==> config.mk <==
export PLATFORM = sky130hd
export DESIGN_NAME = player_mover
export DESIGN_NICKNAME = d
export VERILOG_FILES = /design/src/turf_pkg.sv /design/src/player_mover.sv
export SDC_FILE = /design/constraint.sdc
export NUM_CORES = 1
export LEC_CHECK = 0
export ABC_CLOCK_PERIOD_IN_PS = 4100
export BUFFER_PORTS_ARGS = -buffer_cell sky130_fd_sc_hd__buf_2
export CORE_MARGIN = 2
export CORE_UTILIZATION = 46
export CTS_BUF_LIST = sky130_fd_sc_hd__clkbuf_8
export DETAILED_ROUTE_END_ITERATION = 10
export GPL_ROUTABILITY_DRIVEN = 0
export PLACE_DENSITY = 0.76
export SYNTH_ARGS = -nofsm -noshare
export SYNTH_HDL_FRONTEND = slang
export SYNTH_SLANG_ARGS = --single-unit
==> constraint.sdc <==
create_clock -name CLOCK_50 -period 4.1 [get_ports CLOCK_50]
set_clock_uncertainty 0.15 [all_clocks]
set_input_delay 0.205 -clock CLOCK_50 [delete_from_list [all_inputs] [get_ports CLOCK_50]]
set_output_delay 0.205 -clock CLOCK_50 [all_outputs]
set_load 0.01 [all_outputs]
==> src/turf_pkg.sv <==
`default_nettype none

package turf_pkg;

  localparam int coord_w = 8; // Widest x, 160 columns
  localparam int row_w   = 7; // Widest y, 120 rows

  typedef logic [2:0] colour_t;
  localparam colour_t BACKGROUND = 3'b111; // White

  typedef logic [1:0] player_t;

  // Blue, green, red, yellow for players 0 to 3
  localparam colour_t [3:0] PLAYER_COLOUR = {3'b110, 3'b100, 3'b010, 3'b001};

  // Matches the low two bits of a turn key
  typedef enum logic [1:0] {
    DIR_UP    = 2'd0,
    DIR_DOWN  = 2'd1,
    DIR_LEFT  = 2'd2,
    DIR_RIGHT = 2'd3
  } dir_t;

  localparam dir_t [3:0] DEFAULT_DIR = {DIR_UP, DIR_DOWN, DIR_LEFT, DIR_RIGHT};

  // 0..15 is player*4 + direction, 16 is start
  typedef logic [4:0] key_t;
  localparam key_t KEY_START = 5'd16;

  typedef enum logic {
    OP_PIXEL    = 1'b0,
    OP_GAME_END = 1'b1
  } op_kind_t;

  // {kind, x, y, colour, player_valid, player}
  localparam int OP_W = 1 + coord_w + row_w + 3 + 1 + 2;
  typedef logic [OP_W-1:0] plot_op_t;

  function automatic plot_op_t make_op(op_kind_t kind, logic [coord_w-1:0] x,
                                       logic [row_w-1:0] y, colour_t colour,
                                       logic player_valid, player_t player);
    return {kind, x, y, colour, player_valid, player};
  endfunction

endpackage

`default_nettype wire

==> src/player_mover.sv <==
`default_nettype none

module player_mover import turf_pkg::*; #(
  parameter int BOARD_W = 160,
  parameter int BOARD_H = 120
) (
  input  logic               CLOCK_50,
  input  logic               rst_n,
  input  logic               key_valid,
  input  key_t               key_code,
  output logic               key_ready,
  input  logic               frame_step,
  output logic               start_req,
  output logic [coord_w-1:0] p0_x,
  output logic [row_w-1:0]   p0_y,
  output logic [coord_w-1:0] p1_x,
  output logic [row_w-1:0]   p1_y,
  output logic [coord_w-1:0] p2_x,
  output logic [row_w-1:0]   p2_y,
  output logic [coord_w-1:0] p3_x,
  output logic [row_w-1:0]   p3_y
);

  localparam logic [coord_w-1:0] X_MAX = coord_w'(BOARD_W - 1);
  localparam logic [row_w-1:0]   Y_MAX = row_w'(BOARD_H - 1);

  // Start cells one in from each corner, clockwise from top left
  localparam logic [3:0][coord_w-1:0] START_X =
    {coord_w'(1), coord_w'(BOARD_W - 2), coord_w'(BOARD_W - 2), coord_w'(1)};
  localparam logic [3:0][row_w-1:0] START_Y =
    {row_w'(BOARD_H - 2), row_w'(BOARD_H - 2), row_w'(1), row_w'(1)};

  dir_t               dir   [4];
  logic [coord_w-1:0] pos_x [4];
  logic [row_w-1:0]   pos_y [4];
  logic               key_take, is_start, is_turn;

  assign key_ready = 1'b1; // Keys never stall here
  assign key_take  = key_valid && key_ready;
  assign is_start  = key_take && key_code == KEY_START;
  assign is_turn   = key_take && !key_code[4];

  always_ff @(posedge CLOCK_50)
  begin
    if (!rst_n)
    begin
      start_req <= 1'b0;
      for (int i = 0; i < 4; i++)
      begin
        dir[i]   <= DEFAULT_DIR[i];
        pos_x[i] <= START_X[i];
        pos_y[i] <= START_Y[i];
      end
    end
    else
    begin
      start_req <= is_start;
      for (int i = 0; i < 4; i++)
      begin
        if (is_start)
        begin
          dir[i]   <= DEFAULT_DIR[i];
          pos_x[i] <= START_X[i];
          pos_y[i] <= START_Y[i];
        end
        else
        begin
          if (is_turn && key_code[3:2] == player_t'(i))
            dir[i] <= dir_t'(key_code[1:0]);
          if (frame_step) // Old direction is used for this step
            case (dir[i])
              DIR_UP:    pos_y[i] <= (pos_y[i] == '0) ? Y_MAX : pos_y[i] - 1'b1;
              DIR_DOWN:  pos_y[i] <= (pos_y[i] == Y_MAX) ? '0 : pos_y[i] + 1'b1;
              DIR_LEFT:  pos_x[i] <= (pos_x[i] == '0) ? X_MAX : pos_x[i] - 1'b1;
              default:   pos_x[i] <= (pos_x[i] == X_MAX) ? '0 : pos_x[i] + 1'b1;
            endcase
        end
      end
    end
  end

  assign p0_x = pos_x[0];
  assign p0_y = pos_y[0];
  assign p1_x = pos_x[1];
  assign p1_y = pos_y[1];
  assign p2_x = pos_x[2];
  assign p2_y = pos_y[2];
  assign p3_x = pos_x[3];
  assign p3_y = pos_y[3];

endmodule

`default_nettype wire

==> results.toml <==
[global_route]
grt_max_degree = 16
total_congestion_overflow = 0
grt_first_pass_wirelength_mm = 21.95
grt_antenna_before_repair = 0
first_global_vias = 4756
grtUsageTotal = 0.2068

[power_and_ir_drop]
power.density_cell_area_mw_per_mm2 = 313.9
totalPowerFinal_mw = 1.883
cellLeakagePower_nw = 2.222
ir_worst_vdd_v = 0.0001717

[sta]
worst_hold_slack_ns = 0.1038
setup_slack_ns = 1.436
final.min_clock_period_ns = 2.664
setup-tns-final_ns = 0
hold_viol_final = 0
finalSetupViolations = 0
final-max-slew-violation-count = 0
final.period_utilization = 0.6497
tightestPinTransition_ns = 1.059
maxClockFrequency_ghz = 0.3754
rsz0062_at_grt = "false"
timing.max_slew.rel_slack = 0.2865

[synth]
synth_ff_type = "sky130_fd_sc_hd__edfxtp_1"
synth-warning-count = 0
number_of_enable_type_register_cells_in_the_synthesized_netlist = 68
postSynthRegisterBits = 69
postSynthAreaPerCell_um2 = 8.583
post_synth_inst_count = 627
synth_top_area_cell = "sky130_fd_sc_hd__edfxtp_1"
synth.lib_cells_used.distinct = 74
post_synth_arst_share = 0
synth-seq-area-share = 0.3832
synth_nets = 658
top_post_synthesis_cells_by_area = "sky130_fd_sc_hd__edfxtp_1 38%, sky130_fd_sc_hd__nand2_1 5.3%, sky130_fd_sc_hd__ha_1 5.1%"
yosys.area.top_type_share = 0.3794
netlist_area_before_placement_mm2 = 0.005381

[worst_setup_path]
critical_path_required_ns = 4.04
worst-endpoint-arrival_ns = 2.60
worst_setup_path_end_kind = "flip-flop"
worstSetupPathType = "flip-flop to flip-flop"
crit_fanout = 6
startpoint_type = "flip-flop"
timing.reg2reg.setup_slack_ns = 1.44

[floorplanning]
design.core.area_mm2 = 0.01142
die_width_um = 112.2
floorplan.initialDensity = 0.4713
vertical_die_dimension_um = 112.2
io_pins = 71
dieArea_mm2 = 0.01258
placementRows = 39

[clock_tree]
root_buffer = "sky130_fd_sc_hd__clkbuf_8"
ctsHtreeMaxLevel = 3
cts.reportedPaths.clkPinSlew_ns = 0.08
post_cts.resized_instances = 0
clk_latency_ns = 0.35
cts_max_path_buffers = 2
cts_tree = "built"
cts.hold.buffers_added = 0
cts_post_setup_buffers_inserted = 0
cts.sinks = 69
tritoncts.num_buffers = 9

[drt]
ant_nets = 0
route.detailed.drc = 0
via_count = 5123
detail_route.wirelength_mm = 13.40
detailed_router_s_first_iteration_violation_count = 488
wl_per_cell_um = 16.29
post_drt_via_cell_ratio = 6.225
dr.pass1.iters = 5

[placed_design]
detailed_place_hpwl_mm = 9.805
portBuffers = 69
pre_cts_slack_ns = 1.502

[layout]
insertedDiodeCount = 0
layout_common_cells = "76 x sky130_fd_sc_hd__nand2_1, 69 x sky130_fd_sc_hd__buf_2, 68 x sky130_fd_sc_hd__edfxtp_1, 47 x sky130_fd_sc_hd__nor2_1, 42 x sky130_fd_sc_hd__o21ai_0"
layout.cells.most_common = "sky130_fd_sc_hd__nand2_1"
layout.nets = 706
final_layout_size_suffix_gt1_frac = 0.1441
num-fill-cells = 1057
syn_to_layout_area_delta_pct = 11.46

[worst_hold_path]
hold_path_class = "input port to flip-flop"

[outcome]
outcome = "finished clean"

[flow_run]
maxCapViolations = 0
## cell type report
cell class	count	area (µm²)	area share
multi-input combinational	489	3052	0.5088
sequential	69	2062	0.3438
timing repair buffer	69	345.3	0.05757
tap	143	178.9	0.02983
inverter	37	138.9	0.02315
clock buffer	9	123.9	0.02065
clock inverter	7	97.59	0.01627
## Yosys cell counts, drive strengths merged, types with 5 or more instances
cell,instances
clkbuf,26
buf,6
a21o,6
xnor2,6
nand3,33
inv,37
o22ai,10
nor4,8
a32oi,5
or3,10
edfxtp,68
a221oi,7
a21oi,34
nand2b,10
nor2,47
nand2,76
xor2,19
nor3,25
nand3b,6
nand4,15
and3,7
a31oi,6
ha,22
o211ai,8
o21ai,43
and2,9
nand4b,6
## routing by layer
layer	vias to the layer above	track usage	routed length, µm
met5	-	0	0
met3	21	0.03942	1023
met1	2439	0.2692	5771
met4	0	0.06911	210
met2	223	0.3482	6398
li1	2440	-	-
## power breakdown
part | switching (mW) | internal (mW)
Sequential | 0.103 | 0.836
Combinational | 0.186 | 0.128
Clock | 0.283 | 0.346
## critical path, cell delays in order (launching register included)
cell                       delay, ns
sky130_fd_sc_hd__edfxtp_1       0.47
sky130_fd_sc_hd__inv_1          0.11
sky130_fd_sc_hd__ha_1           0.21
sky130_fd_sc_hd__or4b_2         0.67
sky130_fd_sc_hd__nor4_1         0.43
sky130_fd_sc_hd__nor3_1         0.10
sky130_fd_sc_hd__a211oi_1       0.20
sky130_fd_sc_hd__a21oi_1        0.06
## sequential cells by signal, indices dropped and copies added (netlist names)
register / count
start_req: 1
pos_y: 28
pos_x: 32
dir: 8
## logic make-up (layout without fill, tap and decap cells)
| family | Yosys count | count (layout) | synth area share |
|---|---|---|---|
| other | 1 | 1 | 0.0006968 |
| buffers and inverters | 69 | 122 | 0.04975 |
| muxes | 4 | 4 | 0.008137 |
| DFF | 69 | 69 | 0.3832 |
| adders and majority gates | 22 | 22 | 0.05115 |
| xor gates and xnor gates | 25 | 25 | 0.04069 |
| AOI/OAI and AO/OA | 159 | 159 | 0.1944 |
| and+or+nand+nor | 278 | 278 | 0.2720 |
## through the flow
step	instance area, µm²	std cells	utilization
after global routing	5998	823	0.5253
after CTS	5998	823	0.5253
after detailed placement	5777	807	0.5059
final	5998	823	0.5253
after global placement	5777	807	0.5059
after floorplan	5381	627	-
## path summary, 6_finish.rpt
check	from	to	cells past startpoint
worst max-delay path	pos_x[3][0]	pos_x[3][5]	7
worst min-delay path	key_code[1]	dir[0][1]	2
worst max register to register	pos_x[3][0]	pos_x[3][5]	7
worst min register to register	pos_x[2][0]	pos_x[2][0]	1
No activity file was read; power rests on OpenSTA's default activity.
