## config.mk

```make
export PLATFORM = sky130hd
export DESIGN_NAME = game_sequencer
export DESIGN_NICKNAME = d
export VERILOG_FILES = /design/src/turf_pkg.sv /design/src/game_sequencer.sv
export SDC_FILE = /design/constraint.sdc
export NUM_CORES = 1
export LEC_CHECK = 0
export BUFFER_PORTS_ARGS = -buffer_cell sky130_fd_sc_hd__buf_2
export CORE_AREA = 2 2 70 72
export CTS_BUF_LIST = sky130_fd_sc_hd__clkbuf_2
export DETAILED_ROUTE_END_ITERATION = 12
export DIE_AREA = 0 0 72 74
export PLACE_DENSITY = 0.91
export SETUP_SLACK_MARGIN = 0.3
export SLEW_MARGIN = 15
export SYNTH_ARGS = -nofsm -noshare
export SYNTH_HDL_FRONTEND = slang
export SYNTH_SLANG_ARGS = --single-unit
export TNS_END_PERCENT = 30
```

## constraint.sdc

```tcl
create_clock -name CLOCK_50 -period 2.5 [get_ports CLOCK_50]
set_clock_uncertainty 0.15 [all_clocks]
set_input_delay 0.5 -clock CLOCK_50 [delete_from_list [all_inputs] [get_ports CLOCK_50]]
set_output_delay 0.5 -clock CLOCK_50 [all_outputs]
set_load 0.05 [all_outputs]
```

## src/turf_pkg.sv

```systemverilog
`default_nettype none

package turf_pkg;

  localparam int coord_w = 8; // Widest x, 160 columns
  localparam int row_w   = 7; // Widest y, 120 rows

  typedef logic [2:0] colour_t;
  localparam colour_t BACKGROUND = 3'b111; // White

  typedef logic [1:0] player_t;

  // Blue, green, red, yellow for players 0 to 3
  localparam colour_t [3:0] PLAYER_COLOUR = {3'b110, 3'b100, 3'b010, 3'b001};

  // Matches the low two bits of a turn key
  typedef enum logic [1:0] {
    DIR_UP    = 2'd0,
    DIR_DOWN  = 2'd1,
    DIR_LEFT  = 2'd2,
    DIR_RIGHT = 2'd3
  } dir_t;

  localparam dir_t [3:0] DEFAULT_DIR = {DIR_UP, DIR_DOWN, DIR_LEFT, DIR_RIGHT};

  // 0..15 is player*4 + direction, 16 is start
  typedef logic [4:0] key_t;
  localparam key_t KEY_START = 5'd16;

  typedef enum logic {
    OP_PIXEL    = 1'b0,
    OP_GAME_END = 1'b1
  } op_kind_t;

  // {kind, x, y, colour, player_valid, player}
  localparam int OP_W = 1 + coord_w + row_w + 3 + 1 + 2;
  typedef logic [OP_W-1:0] plot_op_t;

  function automatic plot_op_t make_op(op_kind_t kind, logic [coord_w-1:0] x,
                                       logic [row_w-1:0] y, colour_t colour,
                                       logic player_valid, player_t player);
    return {kind, x, y, colour, player_valid, player};
  endfunction

endpackage

`default_nettype wire

```

## src/game_sequencer.sv

```systemverilog
`default_nettype none

module game_sequencer import turf_pkg::*; #(
  parameter int BOARD_W     = 160,
  parameter int BOARD_H     = 120,
  parameter int GAME_FRAMES = 159
) (
  input  logic               CLOCK_50,
  input  logic               rst_n,
  input  logic               start_req,
  input  logic [coord_w-1:0] p0_x,
  input  logic [row_w-1:0]   p0_y,
  input  logic [coord_w-1:0] p1_x,
  input  logic [row_w-1:0]   p1_y,
  input  logic [coord_w-1:0] p2_x,
  input  logic [row_w-1:0]   p2_y,
  input  logic [coord_w-1:0] p3_x,
  input  logic [row_w-1:0]   p3_y,
  output logic               op_valid,
  output plot_op_t           op_data,
  input  logic               op_ready,
  output logic               frame_step,
  output logic               game_busy
);

  localparam int FRAME_W = $clog2(GAME_FRAMES + 1);
  localparam logic [coord_w-1:0] X_LAST     = coord_w'(BOARD_W - 1);
  localparam logic [row_w-1:0]   Y_LAST     = row_w'(BOARD_H - 1);
  localparam logic [FRAME_W-1:0] FRAME_LAST = FRAME_W'(GAME_FRAMES - 1);

  typedef enum logic [2:0] {S_IDLE, S_CLEAR, S_PAINT, S_STEP, S_WAIT, S_FINISH} state_t;

  state_t             state;
  logic [coord_w-1:0] cx;
  logic [row_w-1:0]   cy;
  logic [FRAME_W-1:0] frame;
  player_t            who;   // Player being painted
  logic [coord_w-1:0] px [4];
  logic [row_w-1:0]   py [4];
  logic               op_fire;

  assign px = '{p0_x, p1_x, p2_x, p3_x};
  assign py = '{p0_y, p1_y, p2_y, p3_y};

  always_comb
  begin
    op_valid = 1'b0;
    op_data  = make_op(OP_PIXEL, cx, cy, BACKGROUND, 1'b0, '0); // Clear pixel
    case (state)
      S_CLEAR: op_valid = 1'b1;
      S_PAINT:
      begin
        op_valid = 1'b1;
        op_data  = make_op(OP_PIXEL, px[who], py[who], PLAYER_COLOUR[who], 1'b1, who);
      end
      S_FINISH:
      begin
        op_valid = 1'b1;
        op_data  = make_op(OP_GAME_END, '0, '0, BACKGROUND, 1'b0, '0);
      end
      default: op_valid = 1'b0;
    endcase
  end

  assign op_fire    = op_valid && op_ready;
  assign frame_step = state == S_STEP;
  assign game_busy  = state != S_IDLE;

  always_ff @(posedge CLOCK_50)
  begin
    if (!rst_n)
    begin
      state <= S_IDLE;
      cx    <= '0;
      cy    <= '0;
      frame <= '0;
      who   <= '0;
    end
    else
      case (state)
        S_IDLE:
          if (start_req)
          begin
            state <= S_CLEAR;
            cx    <= '0;
            cy    <= '0;
          end
        S_CLEAR:
          if (op_fire)
          begin
            if (cx == X_LAST)
            begin
              cx <= '0;
              if (cy == Y_LAST)
              begin
                state <= S_PAINT;
                who   <= '0;
                frame <= '0;
              end
              else
                cy <= cy + 1'b1;
            end
            else
              cx <= cx + 1'b1;
          end
        S_PAINT:
          if (op_fire)
          begin
            who <= who + 1'b1; // Wraps back to player 0
            if (who == 2'd3)
              state <= S_STEP;
          end
        S_STEP: state <= S_WAIT; // Mover updates on this edge
        S_WAIT:
          if (frame == FRAME_LAST)
            state <= S_FINISH;
          else
          begin
            frame <= frame + 1'b1;
            state <= S_PAINT;
          end
        S_FINISH:
          if (op_fire)
            state <= S_IDLE;
        default: state <= S_IDLE;
      endcase
  end

endmodule

`default_nettype wire

```

==> results, run 1 <==
- The share of async-settable or async-resettable flops after synthesis is 0.
- The number of iterations in the first detailed-routing pass is 6.
- The core region is 4600 sq um.
- The worst ir drop on vdd is 0.000195 V.
- Setup violations remaining at the end of the flow were counted as 14.
- The endpoint required time on the critical path is 1850 ps.
- The height of the die is 74 microns.
- The highest fanout seen on the critical path is 9.
- The number of global-route vias before repair is 2,417.
- Once layout is complete, the utilization of the core stands at 0.674.
- The most common cell after layout, fill and taps aside is sky130_fd_sc_hd__buf_2.
- The final antenna diode count is 0.
- For the worst setup path, the data arrival time is 1890 ps.
- After detailed routing, the number of vias per cell comes to 6.22.
- Each instance of the synthesized netlist takes up on average 9.31 sq um.
- The starting DRC count in detailed routing is 307.
- The initial utilization of the core area, before any placement, comes to 0.484.
- The pin count of the biggest net entering global routing is 24.
- The remaining antenna violation count after routing is 0.
- The final hold violation count is 0.
- The startpoint of the lowest-slack hold path is rst_n.
- After synthesis, the cell types taking the most area are sky130_fd_sc_hd__dfxtp_1 25%, sky130_fd_sc_hd__mux4_2 15%, sky130_fd_sc_hd__a22o_1 5.9%.
- Derived from the worst setup path, the maximum achievable clock frequency is 0.393 GHz.
- Yosys printed 0 warnings.
- The number of input and output port buffers inserted is 88.
- Setup repair after global routing could not meet its margin everywhere.
- The number of pins with negative max-slew slack in the final report is 0.
- In this run the top signal layer used is met4.
- The number of maximum-capacitance constraint violations is 0.
- In this run the clock root is driven by a sky130_fd_sc_hd__clkbuf_2.
- In the final timing run, aggregate negative setup slack is -316 ps.
- The worst reg2reg path depth is 5.
- The synthesized design contains 28 register bits.
- Global routing finished with a remaining overflow of 0.
- The capture point of the critical path is op_data[16].
- 89 I/O pins were placed.
- Relative to the synthesized area, the layout overhead comes to 39.3%.
- Wires add up to 6410 microns.
- In the detailed route, the total length drawn on met2 is 3250 microns.
- The final layout contains 404 nets.
- The power per cell area is 294 nW/um^2.
- In this run the number of H-tree levels came out at 1.
- The worst setup path is captured at an output pin.
- The overall die area is 5330 sq um.
- The number of clock buffers added by TritonCTS is 3.
- The floorplan step set the die width to 72 microns.
- The library cells used most frequently in the layout, excluding fill and tap cells, are 68 x sky130_fd_sc_hd__buf_2, 25 x sky130_fd_sc_hd__dfxtp_1, 23 x sky130_fd_sc_hd__nand2_1.
- The startpoint kind of the worst setup timing path is a flop.
- The final worst slack is -42.4 ps.
- After clock tree synthesis, the clock-pin slew on the worst setup and hold paths is 280 ps.
- The worst slack at placement is 281 ps.
- At the end of routability-driven placement, the weighted congestion stood at 0.876.
- After detailed routing, the wire length on met1 is 2490 microns.
- The smallest clock period supported by the final layout is computed as 2540 ps.
- The first global-routing pass estimated 10,500 microns of wire.
- The worst register-to-register path begins at cx[1].
- The routed wire length per instance is 16.6 microns.
- The final reports fail on negative setup slack.
- The met3 wire length is 559 microns.
- The type of the tightest min-delay check is in2reg.
- Of the synthesized area, sequential elements account for 0.252.
- Clock tree synthesis found a total of 28 sinks.
- The register-to-register path setup slack is 490 ps.
- The standby leakage power is 1.25 nW.
- The final worst-path cycle share is 1.02.
- Detailed placement ended at an HPWL of 4480 microns.
- Of the cells placed in the final design, the portion with a size suffix greater than 1 is 0.450.
- The total of hold buffers inserted after clock tree synthesis is 0.
- Across every metal layer, demand over resource in global routing totals 0.243.
- The startpoint of the worst setup timing path is who[0].
- At the later pin of the worst-skew pair, clock insertion delay measures 400 ps.
- The top-area cell type share of the netlist area is 0.252.
- The relative slew slack is 0.692.
- The actual transition at the worst max-transition pin is 457 ps.
- In the synthesized netlist, the number of instances is 239.
- For this run, design rule violations remaining after detail routing come to 0.
- Yosys mapped a number of flops with a built-in enable equal to 0.
- The routed layout has 2,407 vias.
- The TritonCTS clock tree is built.
- The distinct cell type count after synthesis is 57.
- The most used flip-flop cell after synthesis is sky130_fd_sc_hd__dfxtp_1.
- The post-synthesis net count is 309.
- The number of antenna violations at the first check in global routing is 0.
- The critical path in this run is classified as reg2out.
- The number of rows created at floorplan is 25.
- The flow ran to the end, but the final reports show violations.
- The capture point of the worst reg-to-reg path is cy[5].
- The worst-case clock buffer depth is 2.
- The leading area contributor after synthesis is sky130_fd_sc_hd__dfxtp_1.
- The mapped netlist covers 2220 sq um.
[cells by family (layout without fill, tap and decap cells)]
family	Yosys count	in the layout	synth area share
buffers and inverters	25	119	0.0540
multiplexers	23	23	0.190
XOR/XNOR	8	8	0.0315
AO/OA/AOI/OAI	60	60	0.204
adder cells (fa/ha/maj)	6	6	0.0337
AND/OR/NAND/NOR	89	89	0.235
flip-flops	28	28	0.252
[routing by layer]
layer  GRT usage  vias to the layer above
met2       0.456                      143
met4      0.0839                        0
met1       0.277                     1141
met5           0                        -
met3      0.0474                       17
li1            -                     1106
[registers in the layout, indices dropped and copies added, names as in the netlist]
register and flops:
cy 7, frame 8, state 3, cx 8
who 2
[cell usage after synthesis, types with 3 or more instances]
| library cell | count |
|---|---|
| sky130_fd_sc_hd__nand4_1 | 7 |
| sky130_fd_sc_hd__nor3b_4 | 3 |
| sky130_fd_sc_hd__a31oi_1 | 5 |
| sky130_fd_sc_hd__a311oi_1 | 3 |
| sky130_fd_sc_hd__mux4_2 | 15 |
| sky130_fd_sc_hd__o21ai_0 | 5 |
| sky130_fd_sc_hd__inv_1 | 6 |
| sky130_fd_sc_hd__nand2b_1 | 8 |
| sky130_fd_sc_hd__xor2_1 | 7 |
| sky130_fd_sc_hd__dfxtp_1 | 28 |
| sky130_fd_sc_hd__o22ai_1 | 4 |
| sky130_fd_sc_hd__ha_1 | 6 |
| sky130_fd_sc_hd__mux2i_1 | 6 |
| sky130_fd_sc_hd__buf_2 | 8 |
| sky130_fd_sc_hd__clkbuf_1 | 3 |
| sky130_fd_sc_hd__a21oi_1 | 10 |
| sky130_fd_sc_hd__and2_1 | 4 |
| sky130_fd_sc_hd__nand2_1 | 23 |
| sky130_fd_sc_hd__nor2_1 | 13 |
| sky130_fd_sc_hd__and4_1 | 3 |
| sky130_fd_sc_hd__a22o_1 | 15 |
| sky130_fd_sc_hd__nand3_1 | 12 |
[per-stage QoR]
stage	std cells	total power, mW	hold WS [ps]	cell area (sq um)
final	387	0.913	316	3100
after global placement	376	0.705	339	2770
after floorplan	239	0.621	307	2250
after global routing	387	0.948	322	3100
after CTS	384	0.899	324	3040
after detailed placement	376	0.713	346	2770
[final cells by class]
| class | instances | area (sq um) |
|---|---|---|
| inverter | 9 | 36.3 |
| multi-input combinational | 186 | 1620 |
| clock inverter | 1 | 3.75 |
| timing repair buffer | 106 | 788 |
| tap | 54 | 67.6 |
| fill | 312 | 1500 |
| sequential | 28 | 567 |
| clock buffer | 3 | 15.0 |
[worst max-delay path: stages, from the launching register on]
cell and delay (ps):
sky130_fd_sc_hd__dfxtp_4 440, sky130_fd_sc_hd__buf_12 150, sky130_fd_sc_hd__mux4_2 510, sky130_fd_sc_hd__a22o_4 240, sky130_fd_sc_hd__buf_8 150
[how the worst min path moves through the flow]
stage	end	slack, ps	cells after the start
2_1_floorplan	cy[6]	310	2
3_3_place_gp	cy[6]	340	2
3_5_place_dp	frame[4]	350	1
4_1_cts	frame[6]	320	3
5_1_grt	frame[7]	320	3
6_report	frame[6]	320	3
[power breakdown]
part	internal, mW	switching (mW)
combinational	0.124	0.142
clock	0.0347	0.151
sequential	0.454	0.00617
total	0.613	0.299
[what timing repair did]
item / in CTS / in global routing
resized for setup: 61 / 7
buffers inserted: 3 / 2
setup endpoints to repair: 22 / 26
hold endpoints to repair: 0 / 0
pin swaps: 12 / 5
gates cloned: 1 / 1
Note: power is estimated with default switching activity, not from simulation.
==> run 2, diff against run 1 <==
--- a/config.mk
+++ b/config.mk
@@ -10,6 +10,7 @@
 export CTS_BUF_LIST = sky130_fd_sc_hd__clkbuf_2
 export DETAILED_ROUTE_END_ITERATION = 12
 export DIE_AREA = 0 0 72 74
+export MAX_ROUTING_LAYER = met4
 export PLACE_DENSITY = 0.91
 export SETUP_SLACK_MARGIN = 0.3
 export SLEW_MARGIN = 15
==> run 2 against run 1 <==
The flow still finishes with violations (negative setup slack). Via count fell by 0.33%. Critical endpoint unchanged. Highest routed layer unchanged. Final cell count did not move. Largest power group unchanged. Count of clock-buffer cells in the layout did not move. Design area did not move. Routed wire length rose by 0.12%. Hold slack improved by 2.4 ps. Worst setup slack got worse by 2.8 ps.
==> results, run 2 (same netlist as run 1, synthesis figures left out) <==
- The most common cell after layout, fill and taps aside is sky130_fd_sc_hd__buf_2.
- The I/O pin count is 89 (unchanged).
- The worst hold path belongs to the class in2reg.
- The aggregate global routing overflow is 0 (unchanged).
- The clock sink count is 28 (unchanged).
- The time the final worst path needs with I/O delays and setup came to 2550 ps (+2.83 ps).
- The worst setup path is launched from a flop.
- The total core area is 4600 sq um (unchanged).
- The global-route usage over all layers was 0.252 (+0.00872).
- The combinational group share of total power was 0.293 (about the same).
- The run finished, with violations left.
- The final worst slack came to -45.2 ps (-2.83 ps).
- The total buffers and inverters traversed by the critical path is 2 (unchanged).
- The number of vias in the routed layout is 2,399 (-0.33%).
- The worst path arrival time came to 1900 ps (about the same).
- The setup violation total in the final timing report is 15 (+1).
- The cell-internal power is 0.613 mW (about the same).
- The post-detailed-routing wire length was 6420 microns (+0.12%).
- The number of pins with negative max-slew slack in the final report is 0 (unchanged).
- The relative slew slack came to 0.692 (about the same).
- The worst stage delay on the critical path is 520 ps (about the same).
- The power per cell area is 295 nW/um^2 (+0.17%).
- The sequential cell fraction of total power is 0.504 (about the same).
- The critical path start-end classification is reg2out.
- The synthesis-to-finish area growth was 39.3% (unchanged).
- The overall die width is 72 microns (unchanged).
- The initial core utilization is 0.484 (unchanged).
- The endpoint kind of the worst setup timing path is an output pin.
- The number of maximum-capacitance constraint violations was 0 (unchanged).
- The final antenna diode count is 0 (unchanged).
- The remaining antenna violation count after routing is 0 (unchanged).
- The total of hold buffers inserted after clock tree synthesis is 0 (unchanged).
- The first-pass GRT wire length is 10,500 microns (unchanged).
- The worst hold slack after final layout is 319 ps (+2.40 ps).
- The total stage count of the critical path was 4 (unchanged).
- The clock share of power is 0.204 (about the same).
- Setup repair after global routing could not meet its margin everywhere.
- The clock latency of the later-clocked register in the worst-skew pair came to 400 ps (about the same).
- The final reports fail on negative setup slack.
- The proportion of layout cells with a drive suffix above 1 is 0.450 (unchanged).
- The post-layout total power is 0.914 mW (+0.17%).
- The number of iterations in the first detailed-routing pass is 4 (-2).
- The switching share of total power is 0.329 (+0.00114).
- The number of rows created at floorplan is 25 (unchanged).
- The routability congestion estimate from global placement came to 0.891 (+1.6%).
- The actual transition at the worst max-transition pin came to 457 ps (+0.318 ps).
- The final worst-path cycle share is 1.02 (+0.00113).
- The slowest stage of the critical path is the sky130_fd_sc_hd__mux4_2 cell.
- The routed wire length per instance came to 16.6 microns (+0.12%).
- The total CTS buffers came to 3 (unchanged).
- The worst reg2reg path depth came to 5 (unchanged).
- The half-perimeter wire length after detailed placement was 4480 microns (unchanged).
- The number of antenna violations at the first check in global routing is 0 (unchanged).
- The overall die area is 5330 sq um (unchanged).
- The accumulated negative setup slack came to -361 ps (-44.6 ps).
- The top cell types in the final layout, fill and taps aside, are 68 x sky130_fd_sc_hd__buf_2, 25 x sky130_fd_sc_hd__dfxtp_1, 23 x sky130_fd_sc_hd__nand2_1.
- The height of the die is 74 microns (unchanged).
- The standby leakage power was 1.25 nW (unchanged).
- The final net count is 404 (unchanged).
- The final hold violation count is 0 (unchanged).
- The net switching power is 0.301 mW (+0.52%).
- The root buffer selected by CTS is sky130_fd_sc_hd__clkbuf_2.
- The vias per cell is 6.20 (-0.33%).
- The number of input and output port buffers inserted was 88 (unchanged).
- Grouping stages by cell kind, the critical path spends the most delay in multiplexers.
- The number of filler cells placed in the layout is 312 (unchanged).
- The H-tree depth reported by CTS is 1 (unchanged).
- The post-detailed-route DRC marker count is 0 (unchanged).
- The worst-case clock buffer depth is 2 (unchanged).
- Traced cell by cell, the critical path runs through buf_12 > mux4_2 > a22o_4 > buf_8.
- The starting DRC count in detailed routing is 272 (-11%).
- The pin count of the biggest net entering global routing is 24 (unchanged).
- The endpoint required time on the critical path came to 1850 ps (about the same).
- The worst slack at placement is 281 ps (unchanged).
- The worst ir drop on vdd is 0.000196 V (+0.36%).
- The highest fanout seen on the critical path is 9 (unchanged).
- The largest registers in the layout are cx (8), frame (8), cy (7).
- The post-CTS clock slew at the launch and capture registers of the worst setup and hold paths is 280 ps (about the same).
- The maximum achievable frequency is 0.393 GHz (-0.11%).
- The number of global-route vias before repair is 2,408 (-0.37%).
- The TritonCTS clock tree is built.
- The worst hold path depth came to 3 (unchanged).
[run 2: cell counts in the layout (fill, tap and decap cells not counted)]
No cell type changed its count.
[run 2: stage by stage]
| stage | instance area [sq um] | instances | utilization |
|---|---|---|---|
| 2_1_floorplan | 2250 | 239 | - |
| 3_3_place_gp | 2770 | 376 | 0.603 |
| 3_5_place_dp | 2770 | 376 | 0.603 |
| 4_1_cts | 3040 | 384 | 0.660 |
| 5_1_grt | 3100 | 387 | 0.674 |
| 6_report | 3100 | 387 | 0.674 |
[run 2: layout make-up]
type	instances	area (sq um)	share of cell area
flip-flops and latches	28	567	0.183
clock inverters	1	3.75	0.00121
well taps	54	67.6	0.0218
inverters	9	36.3	0.0117
repair buffers	106	788	0.254
clock buffers	3	15.0	0.00484
multi-input cells	186	1620	0.523
[run 2: worst paths after layout]
| check | start | end | slack (ps) |
|---|---|---|---|
| setup / recovery | who[0] | op_data[16] | -50 |
| hold / removal | rst_n | frame[6] | 320 |
| setup reg to reg | cx[1] | cy[5] | 490 |
| hold reg to reg | frame[4] | frame[4] | 380 |
[run 2: power groups by stage]
stage | combinational (mW) | sequential (mW) | clock [mW]
global route | 0.286 | 0.462 | 0.202
detailed placement | 0.245 | 0.468 | 0
global placement | 0.238 | 0.467 | 0
floorplan | 0.152 | 0.469 | 0
finish | 0.268 | 0.461 | 0.186
CTS | 0.258 | 0.460 | 0.181
[run 2: layer usage]
metal | up-vias | global-route usage | routed length, microns
li1 | 1108 | - | -
met1 | 1134 | 0.286 | 2500
met2 | 145 | 0.455 | 3220
met3 | 12 | 0.0393 | 592
met4 | 0 | 0.0839 | 104
met5 | - | - | 0
[run 2: repair_timing]
item / 4_1_cts / 5_1_grt
pin swaps: 12 / 5
endpoints found under the hold margin: 0 / 0
endpoints found under the setup margin: 22 / 27
gates cloned: 1 / 1
buffers inserted: 3 / 2
gates resized for setup: 61 / 7
[run 2: worst register-to-register path, stage by stage, from the launching register on]
cell                        delay [ps]
sky130_fd_sc_hd__dfxtp_1           510
sky130_fd_sc_hd__ha_1              240
sky130_fd_sc_hd__and4_4            280
sky130_fd_sc_hd__o311ai_4          150
sky130_fd_sc_hd__a2111oi_2         430
sky130_fd_sc_hd__mux2i_1           230
