[src/turf_pkg.sv]
`default_nettype none

package turf_pkg;

  localparam int coord_w = 8; // Widest x, 160 columns
  localparam int row_w   = 7; // Widest y, 120 rows

  typedef logic [2:0] colour_t;
  localparam colour_t BACKGROUND = 3'b111; // White

  typedef logic [1:0] player_t;

  // Blue, green, red, yellow for players 0 to 3
  localparam colour_t [3:0] PLAYER_COLOUR = {3'b110, 3'b100, 3'b010, 3'b001};

  // Matches the low two bits of a turn key
  typedef enum logic [1:0] {
    DIR_UP    = 2'd0,
    DIR_DOWN  = 2'd1,
    DIR_LEFT  = 2'd2,
    DIR_RIGHT = 2'd3
  } dir_t;

  localparam dir_t [3:0] DEFAULT_DIR = {DIR_UP, DIR_DOWN, DIR_LEFT, DIR_RIGHT};

  // 0..15 is player*4 + direction, 16 is start
  typedef logic [4:0] key_t;
  localparam key_t KEY_START = 5'd16;

  typedef enum logic {
    OP_PIXEL    = 1'b0,
    OP_GAME_END = 1'b1
  } op_kind_t;

  // {kind, x, y, colour, player_valid, player}
  localparam int OP_W = 1 + coord_w + row_w + 3 + 1 + 2;
  typedef logic [OP_W-1:0] plot_op_t;

  function automatic plot_op_t make_op(op_kind_t kind, logic [coord_w-1:0] x,
                                       logic [row_w-1:0] y, colour_t colour,
                                       logic player_valid, player_t player);
    return {kind, x, y, colour, player_valid, player};
  endfunction

endpackage

`default_nettype wire

[src/turf_tally.sv]
`default_nettype none

module turf_tally import turf_pkg::*; #(
  parameter int BOARD_W = 160,
  parameter int BOARD_H = 120,
  parameter int COUNT_W = 15
) (
  input  logic               CLOCK_50,
  input  logic               rst_n,
  input  logic               tally_start,
  input  logic               game_busy,
  output logic [coord_w-1:0] rd_x,
  output logic [row_w-1:0]   rd_y,
  input  logic               rd_player_valid,
  input  player_t            rd_player,
  output logic               result_valid,
  output player_t            rank_0,
  output player_t            rank_1,
  output player_t            rank_2,
  output player_t            rank_3,
  output logic [COUNT_W-1:0] count_0,
  output logic [COUNT_W-1:0] count_1,
  output logic [COUNT_W-1:0] count_2,
  output logic [COUNT_W-1:0] count_3
);

  localparam logic [coord_w-1:0] X_LAST = coord_w'(BOARD_W - 1);
  localparam logic [row_w-1:0]   Y_LAST = row_w'(BOARD_H - 1);

  typedef enum logic [1:0] {T_IDLE, T_SWEEP, T_DRAIN, T_SORT} state_t;

  state_t             state;
  logic               rd_pend; // Read data valid this cycle
  logic [2:0]         step;
  logic [1:0]         sa;      // Lower slot of current compare-swap
  logic [COUNT_W-1:0] cnt [4];
  player_t            rk  [4];

  // Bubble network (0,1) (1,2) (2,3) (0,1) (1,2) (0,1)
  always_comb
    case (step)
      3'd1, 3'd4: sa = 2'd1;
      3'd2:       sa = 2'd2;
      default:    sa = 2'd0;
    endcase

  always_ff @(posedge CLOCK_50)
  begin
    if (!rst_n)
    begin
      state        <= T_IDLE;
      rd_pend      <= 1'b0;
      result_valid <= 1'b0;
      rd_x         <= '0;
      rd_y         <= '0;
      step         <= '0;
    end
    else
    begin
      rd_pend <= state == T_SWEEP;
      if (game_busy) // New game makes any result stale
      begin
        state        <= T_IDLE;
        result_valid <= 1'b0;
      end
      else
        case (state)
          T_IDLE:
            if (tally_start)
            begin
              state        <= T_SWEEP;
              result_valid <= 1'b0;
              rd_x         <= '0;
              rd_y         <= '0;
            end
          T_SWEEP:
            if (rd_x == X_LAST)
            begin
              rd_x <= '0;
              if (rd_y == Y_LAST)
                state <= T_DRAIN;
              else
                rd_y <= rd_y + 1'b1;
            end
            else
              rd_x <= rd_x + 1'b1;
          T_DRAIN:
          begin
            state <= T_SORT; // Last cell is counted here
            step  <= '0;
          end
          default:
          begin
            step <= step + 1'b1;
            if (step == 3'd5)
            begin
              state        <= T_IDLE;
              result_valid <= 1'b1;
            end
          end
        endcase
    end
  end

  always_ff @(posedge CLOCK_50)
  begin
    if (state == T_IDLE && tally_start)
      for (int i = 0; i < 4; i++)
      begin
        cnt[i] <= '0;
        rk[i]  <= player_t'(i);
      end
    else if (rd_pend && rd_player_valid)
      cnt[rd_player] <= cnt[rd_player] + 1'b1;
    else if (state == T_SORT && cnt[rk[sa+1]] > cnt[rk[sa]]) // Ties keep lower index
    begin
      rk[sa]   <= rk[sa+1];
      rk[sa+1] <= rk[sa];
    end
  end

  assign rank_0  = rk[0];
  assign rank_1  = rk[1];
  assign rank_2  = rk[2];
  assign rank_3  = rk[3];
  assign count_0 = cnt[0];
  assign count_1 = cnt[1];
  assign count_2 = cnt[2];
  assign count_3 = cnt[3];

endmodule

`default_nettype wire

[config.mk]
export PLATFORM = sky130hd
export DESIGN_NAME = turf_tally
export DESIGN_NICKNAME = d
export VERILOG_FILES = /design/src/turf_pkg.sv /design/src/turf_tally.sv
export SDC_FILE = /design/constraint.sdc
export NUM_CORES = 1
export LEC_CHECK = 0
export ABC_AREA = 1
export BUFFER_PORTS_ARGS = -buffer_cell sky130_fd_sc_hd__buf_2
export CAP_MARGIN = 30
export CORE_MARGIN = 2
export CORE_UTILIZATION = 35
export CTS_CLUSTER_SIZE = 12
export DETAILED_ROUTE_END_ITERATION = 10
export PLACE_DENSITY_LB_ADDON = 0.15
export SYNTH_ARGS = -nofsm -noshare
export SYNTH_HDL_FRONTEND = slang
export SYNTH_SLANG_ARGS = --single-unit
[constraint.sdc]
create_clock -name CLOCK_50 -period 6.4 [get_ports CLOCK_50]
set_input_delay 1.28 -clock CLOCK_50 [delete_from_list [all_inputs] [get_ports CLOCK_50]]
set_output_delay 1.28 -clock CLOCK_50 [all_outputs]
set_load 0.005 [all_outputs]
==> summary.md, run 1 <==
| Metric | Value |
|---|---|
| Synth Area in XOR/XNOR | `0.004091` |
| HP Class | `flop to flop` |
| Core Footprint | `between 15,000 and 20,000 sq um` |
| Cell Int Power | `roughly 0.0012 W` |
| Chip Width | `around 140 microns` |
| Power density over the cells | `252.2 nW/um^2` |
| Largest stage delay, worst path | `roughly 0.47 ns` |
| #FFs+latches synth | `90` |
| Post-CTS Hold Fix Bufs | `0` |
| Post-Synthesis Cells | `between 800 and 900` |
| Run status | `finished clean` |
| Mapped Area | `6422 sq um` |
| Combinational Power Share | `0.313` |
| EDFF count, synth | `a little under 70` |
| Multi-input logic area | `between 3000 and 4000 sq um` |
| Worst vdd ir | `about 140 uV` |
| DR DRC count | `0` |
| Clk sinks | `90` |
| Largest net degree at the start of global routing | `between 50 and 60` |
| Met3 usage | `0.03648` |
| Clock buffer depth | `2` |
| Syn Nets | `a little under 900` |
| Initial antenna violation count | `0` |
| DR vias | `between 5,000 and 6,000` |
| Clk_lat worst skew | `0.36 ns` |
| Grt ovf | `0` |
| Adder-cell share of the synthesized area | `0.05455` |
| Vias in the first global route | `5,404` |
| Largest cells by area after synthesis | `edfxtp_1, nand2_1, dfxtp_1` |
| I/O pin cnt | `between 90 and 100` |
| WHS | `about 0.5 ns` |
| GRT Total Usage | `0.2016` |
| Port buffer count | `90` |
| Final wirelength | `around 19,000 microns` |
| Yosys top cell area share | `0.3179` |
| Layout cell share with drive strength beyond 1 | `0.1868` |
| M2 GR Usage | `0.3140` |
| Fin crit share | `0.6601` |
| Postcts setup bufs | `0` |
| Post_cts resized | `0` |
| Worst reg-to-reg setup slack | `approximately 2.2 ns` |
| H-tree depth | `3` |
| Fmax | `236.7 MHz` |
| FP Rows | `49` |
| Crit-path max FO | `36` |
| Seq pwr share | `0.399` |
| Worst slew pin tran | `0.8886 ns` |
| Top Usage Layer GRT | `met2` |
| Worst Setup Start Kind | `flop` |
| Fin crit period | `approximately 4.2 ns` |
| Count leader, synth | `nand2_1` |
| Die area | `around 20,000 sq um` |
| CTS tree | `done` |
| 1st-pass router iterations | `7` |
| Mapped Avg Cell Area | `7.609 sq um` |
| Switching share of total power | `0.3672` |
| Pins Over Slew Limit | `0` |
| Main combinational cell family by area after synthesis | `simple AND/OR/NAND/NOR gates` |
| Compound-Gate Fraction of Synth Area | `0.1457` |
| Detailed Route Iter0 Violations | `roughly 440` |
| Post-DRT Antenna Nets | `0` |
| Synth Warn # | `0` |
| Synth area leader | `edfxtp_1` |
| Max Cap Violations | `0` |
| CP max-delay cell | `buf_4` |
| Starting Density | `0.3575` |
| Final setup vio count | `0` |
| Final hold vios | `0` |
| Num CTS Buffers | `9` |
| Fill count | `1,878` |
| Vias per inst | `slightly above 5` |
| Slew HR | `0.4061` |
| Crit path top cell by count | `nand2_1` |
| Wirelength per Cell | `~17 microns` |
| Register area | `between 2000 and 2500 sq um` |
| Diode count | `0` |
| DP HPWL | `~14,000 microns` |
| Met1 Resource Use GR | `0.2872` |
| WS Path Type | `flop to flop` |
| NetSw | `around 0.00067 W` |
| Synthesis-to-finish area growth | `12.22%` |
| Setup TNS | `0 ns` |
| Lkg Pwr | `roughly 3.1 nW` |
| Sequential fraction of the synthesis area | `0.3865` |
| RePlAce Congestion | `0.8451` |
| First-pass GRT wire length | `slightly above 30,000 microns` |
| Die Y | `around 140 microns` |
| Synth Area in Simple Gates | `0.3026` |
| Clock Skews | `around 0.013 ns` |
| Synth async-reset ratio | `0` |
| Clock root cell | `clkbuf_16` |
| Worst path cell trace | `inv_1, ha_1, inv_1, o21ai_2, nand2_1, nor2_1, a21oi_1, nand2_2, buf_4, nand2_1, o211ai_2, nand2_1, ha_1, nand2_1, nor2_1, nand2_1, a21oi_1, nor2_1, nand2_1, nand3_1, nor2_1, o21ai_0` |
| Critical path capture point type | `flop` |
| Yosys cell types | `45` |
| RSZ-0062 raised after global routing | `false` |
| Nets | `roughly 950` |
| Clk pwr share | `0.288` |
| CP arrival | `~4.3 ns` |
| Main synth FF type | `edfxtp_1` |
| Mux share of post-synthesis cell area | `0` |
| Worst path required time | `around 6.5 ns` |
| Top cells by instance count after synthesis | `nand2_1, nor2_1, inv_1, edfxtp_1, o21ai_0` |
| Reg clk slew, reported paths | `0.07 ns` |
-- power groups by stage --
stage / sequential [W] / combinational [W] / clock, W
after global placement: 0.000738 / 0.000573 / 0
after CTS: 0.000724 / 0.000572 / 0.000534
after global routing: 0.000730 / 0.000648 / 0.000561
after detailed placement: 0.000737 / 0.000569 / 0
final: 0.000725 / 0.000570 / 0.000523
after floorplan: 0.000724 / 0.000420 / 0
-- path summary, 6_finish.rpt --
| kind | start | endpoint | cells after the start |
|---|---|---|---|
| min reg2reg | rd_x[1]$_SDFFE_PN0P_ | rd_x[1]$_SDFFE_PN0P_ | 2 |
| min | rd_x[1]$_SDFFE_PN0P_ | rd_x[1]$_SDFFE_PN0P_ | 2 |
| max reg2reg | step[1]$_SDFFE_PN0P_ | rk[3][1]$_DFFE_PP_ | 22 |
| max | step[1]$_SDFFE_PN0P_ | rk[3][1]$_DFFE_PP_ | 22 |
-- state kept, by name (all words and copies together) (netlist names) --
register,cells
state,2
result_valid,1
rd_pend,1
step,3
rk,8
cnt,60
rd_x,8
rd_y,7
-- metrics by stage --
step	worst slack (ns)	power, W	area [sq um]	utilization	std cells
2_1_floorplan	3.227	0.001144	6422	-	844
3_3_place_gp	2.259	0.001311	6923	0.3854	1134
3_5_place_dp	2.229	0.001306	6923	0.3854	1134
4_1_cts	2.220	0.001830	7207	0.4012	1150
5_1_grt	1.746	0.001938	7207	0.4012	1150
6_report	2.176	0.001818	7207	0.4012	1150
-- cell families after synthesis --
logic type	count (synthesis)
buf+inv	141
fa+ha+maj	28
flops	90
compound gates	140
xor+xnor	3
simple gates	442
-- per-layer routing --
metal | up-vias | part of all wire
met5 | - | 0
met2 | 168 | 0.46
met4 | 0 | 0.013
li1 | 2938 | -
met3 | 15 | 0.056
met1 | 2689 | 0.47
-- cells in the final DEF (no fill, tap or decap), types with 3 or more instances in the layout --
master,synthesis,routed
a21oi_1,21,21
a31oi_1,3,3
buf_2,11,90
buf_4,5,4
clkbuf_16,0,10
clkinv_2,0,4
dfxtp_1,22,22
edfxtp_1,68,68
ha_1,28,28
inv_1,97,97
inv_2,7,7
inv_4,3,4
nand2_1,231,231
nand2_2,14,14
nand3_1,38,38
nand3_2,7,7
nand3b_1,6,6
nand4_1,8,8
nor2_1,108,108
nor2_2,4,4
nor2_4,4,4
nor3_1,13,13
nor3b_1,3,3
o211ai_1,36,36
o211ai_2,11,11
o21ai_0,43,42
o21ai_1,12,13
-- worst max-delay path, delay by kind of cell, from the launching register on --
family | cells | cell delay [ns]
adders and majority gates | 2 | 0.53
AOI/OAI and AO/OA | 5 | 0.62
DFF | 1 | 0.33
buffers and inverters | 3 | 0.67
and+or+nand+nor | 12 | 1.78
-- layout make-up --
type | count | share of cell area
inverters | 108 | 0.05799
multi-input cells | 613 | 0.4517
well taps | 229 | 0.03976
clock inverters | 5 | 0.003646
clock buffers | 11 | 0.03576
flip-flops and latches | 90 | 0.3444
repair buffers | 94 | 0.06667
Power figures use the tool's default switching activity.
==> run 2: changes to the inputs <==
--- a/config.mk
+++ b/config.mk
@@ -5,7 +5,7 @@
 export SDC_FILE = /design/constraint.sdc
 export NUM_CORES = 1
 export LEC_CHECK = 0
-export ABC_AREA = 1
+export ABC_AREA = 0
 export BUFFER_PORTS_ARGS = -buffer_cell sky130_fd_sc_hd__buf_2
 export CAP_MARGIN = 30
 export CORE_MARGIN = 2
==> constraint.sdc (replaced) <==
create_clock -name CLOCK_50 -period 4.28 [get_ports CLOCK_50]
set_input_delay 0.856 -clock CLOCK_50 [delete_from_list [all_inputs] [get_ports CLOCK_50]]
set_output_delay 0.856 -clock CLOCK_50 [all_outputs]
set_load 0.005 [all_outputs]
==> run 2 against run 1 <==
  * Synthesized cell count is 31% lower
  * Sequential power grew 42%
  * Routed wire length is 15% lower
  * Total power is 30% higher
  * Sequential cell count unchanged
  * Critical path type unchanged
  * Largest power group unchanged
  * Highest routed layer unchanged
==> summary.md, run 2 <==
| Metric | Value |
|---|---|
| Clk_lat worst skew | `0.35 ns (about the same)` |
| Worst vdd ir | `152.4 uV (+9.4%)` |
| FP Rows | `47 (-4.1%)` |
| Starting Density | `0.3565 (-0.001067)` |
| Max Cap Violations | `0 (unchanged)` |
| Setup TNS | `0 ns (unchanged)` |
| I/O pin cnt | `91 (unchanged)` |
| Crit-path max FO | `8 (-78%)` |
| Critical path capture point type | `flop` |
| Largest cells by area after synthesis | `edfxtp_1, dfxtp_1, mux4_2` |
| Fill count | `1,635 (-13%)` |
| DR vias | `4,824 (-17%)` |
| Largest stage delay, worst path | `0.64 ns (+0.17 ns)` |
| Grt ovf | `0 (unchanged)` |
| Top cells by instance count after synthesis | `nor2_1, nand2_1, edfxtp_1, ha_1` |
| Worst Setup Start Kind | `flop` |
| WS Path Type | `flop to flop` |
| CP max-delay cell | `mux4_2` |
| Num CTS Buffers | `9 (unchanged)` |
| Worst path required time | `4.38 ns (-2.13 ns)` |
| Final hold vios | `0 (unchanged)` |
| Die area | `17,820 sq um (-8.4%)` |
| Diode count | `0 (unchanged)` |
| Lkg Pwr | `2.725 nW (-13%)` |
| Largest Register | `cnt` |
| Initial antenna violation count | `0 (unchanged)` |
| Yosys cell types | `60 (+33%)` |
| Reg clk slew, reported paths | `0.07 ns (about the same)` |
| CTS tree | `done` |
| 1st-pass router iterations | `5 (-2)` |
| Core Footprint | `16,470 sq um (-8.3%)` |
| First-pass GRT wire length | `26,570 microns (-13%)` |
| Top Registers | `cnt (60), rd_x (8), rk (8)` |
| Post-DRT Antenna Nets | `0 (unchanged)` |
| Most frequent cells in the layout | `buf_2, nor2_1, nand2_1, edfxtp_1, ha_1` |
| Power density over the cells | `340.0 nW/um^2 (+35%)` |
| Vias per inst | `5.372 (+6.3%)` |
| Clock root cell | `clkbuf_16` |
| Yosys top cell area share | `0.3479 (+0.02996)` |
| RePlAce Congestion | `0.8844 (+4.7%)` |
| Mapped Avg Cell Area | `10.03 sq um (+32%)` |
| Nets | `708 (-26%)` |
| Wirelength per Cell | `18.27 microns (+8.8%)` |
| DP HPWL | `11,540 microns (-16%)` |
| Pins Over Slew Limit | `0 (unchanged)` |
| Sequential fraction of the synthesis area | `0.4229 (+0.03642)` |
| Final wirelength | `16,400 microns (-15%)` |
| Port buffer count | `90 (unchanged)` |
| Final setup vio count | `0 (unchanged)` |
| Total power | `0.002362 W (+30%)` |
| Syn Nets | `620 (-29%)` |
| Worst slew pin tran | `0.6344 ns (-0.2543 ns)` |
| Run status | `finished clean` |
| #FFs+latches synth | `90 (unchanged)` |
| Slew HR | `0.5726 (+0.1665)` |
| Chip Width | `133.5 microns (-4.3%)` |
| CP arrival | `4.06 ns (-0.27 ns)` |
| Clock Skews | `0.008443 ns (-0.004658 ns)` |
| Crit path top cell by count | `ha_1` |
| Die Y | `133.5 microns (-4.3%)` |
| Worst path cell trace | `inv_1, ha_1, mux2i_4, mux4_2, buf_4, a211oi_1, a31oi_1, ha_1, nand3_1, nor4_2, o21a_1, o211ai_1, a211o_1` |
| Synth async-reset ratio | `0 (unchanged)` |
| Layout cell share with drive strength beyond 1 | `0.2625 (+0.07578)` |
| Worst reg-to-reg setup slack | `0.32 ns (-1.85 ns)` |
| Largest net degree at the start of global routing | `36 (-33%)` |
| Max FFs per register | `60 (unchanged)` |
| Mapped Area | `5869 sq um (-8.6%)` |
| Main synth FF type | `edfxtp_1` |
| HP Class | `flop to flop` |
| Count leader, synth | `nor2_1` |
| Clk sinks | `90 (unchanged)` |
| Synth Warn # | `0 (unchanged)` |
| Fin crit share | `0.9251 (+0.2650)` |
| DR DRC count | `0 (unchanged)` |
| RSZ-0062 raised after global routing | `false` |
| Post-Synthesis Cells | `585 (-31%)` |
| Detailed Route Iter0 Violations | `327 (-25%)` |
| Clock buffer depth | `2 (unchanged)` |
| Vias in the first global route | `4,809 (-11%)` |
| H-tree depth | `3 (unchanged)` |
| Final core area utilization | `0.4220 (+0.02076)` |
| Fin crit period | `3.959 ns (-0.2651 ns)` |
| Synth area leader | `edfxtp_1` |
| Fmax | `252.6 MHz (+6.7%)` |
| GRT Total Usage | `0.1914 (-0.01017)` |
| EDFF count, synth | `68 (unchanged)` |
| Commonest non-fill, non-tap cell in the layout | `buf_2` |
| Synthesis-to-finish area growth | `18.38%` |
## run 2: cell types whose count changed in the layout (fill, tap and decap cells not counted), moves of 17 or more
cell      before  now
nand3_1       38   13
o211ai_1      36    1
nand2_1      231   75
inv_1         97   14
nor2_1       108   84
o21ai_0       42   19
and2_1         0   19
mux4_2         0   17
mux2i_1        0   18
## run 2: final timing paths
kind,from,endpoint,cells after the start
max,step[0]$_SDFFE_PN0P_,rk[3][0]$_DFFE_PP_,13
min,rd_y[1]$_SDFFE_PN0P_,rd_y[1]$_SDFFE_PN0P_,2
min reg2reg,rd_y[1]$_SDFFE_PN0P_,rd_y[1]$_SDFFE_PN0P_,2
max reg2reg,step[0]$_SDFFE_PN0P_,rk[3][0]$_DFFE_PP_,13
## run 2: layer usage
layer,vias up,share of wire,global-route usage
met1,2370,0.47,0.2706
li1,2282,-,-
met4,0,0.019,0.07624
met5,-,0,0
met2,148,0.46,0.2912
met3,24,0.058,0.03501
## run 2: cell type report
cell class | count | area, sq um | share of cell area
Multi-Input combinational cell | 450 | 3198 | 0.4603
Tap cell | 220 | 275.3 | 0.03962
Inverter | 14 | 52.55 | 0.007563
Clock inverter | 2 | 11.26 | 0.001621
Sequential cell | 90 | 2482 | 0.3573
Clock buffer | 14 | 317.8 | 0.04574
Timing Repair Buffer | 108 | 610.6 | 0.08788
## run 2: per-stage QoR
step / area, sq um / hold slack, ns / std cells / setup WS, ns
after floorplan: 5869 / 0.4797 / 585 / 0.6739
after global placement: 6561 / 0.4704 / 880 / 0.1964
after detailed placement: 6561 / 0.4930 / 880 / 0.02922
after CTS: 6890 / 0.5030 / 896 / 0.01939
after global routing: 6948 / 0.5415 / 898 / 0.02579
final: 6948 / 0.5039 / 898 / 0.3207
## run 2: critical path: cells and delay by family, from the launching register on
kind / cells / cell delay (ns)
compound gates: 5 / 1.06
mux: 2 / 0.85
fa+ha+maj: 2 / 0.55
simple gates: 2 / 0.51
flops: 1 / 0.43
buf+inv: 2 / 0.29
## run 2: kinds of logic (layout without fill, tap and decap cells)
group                    count (synthesis)  in the layout  synth area share
adder cells (fa/ha/maj)                 28             28           0.05969
buffers and inverters                   45            138           0.03901
flip-flops                              90             90            0.4229
multiplexers                            50             50            0.1315
AND/OR/NAND/NOR                        244            244            0.1942
XOR/XNOR                                22             22           0.03922
AO/OA/AOI/OAI                          106            106            0.1134
## run 2: report_power, final
group | total (W) | switching (W) | leakage [nW] | internal [W]
clock network | 0.000853 | 0.000337 | 0.165 | 0.000516
logic | 0.000481 | 0.000276 | 1.70 | 0.000205
registers | 0.00103 | 0.0000452 | 0.855 | 0.000984
total | 0.00236 | 0.000658 | 2.72 | 0.00170
## run 2: timing repair
| action | in CTS | in global routing |
|---|---|---|
| hold buffers | 0 | 0 |
| resized for setup | 0 | 6 |
| endpoints found under the setup margin | 0 | 16 |
| setup buffers | 0 | 2 |
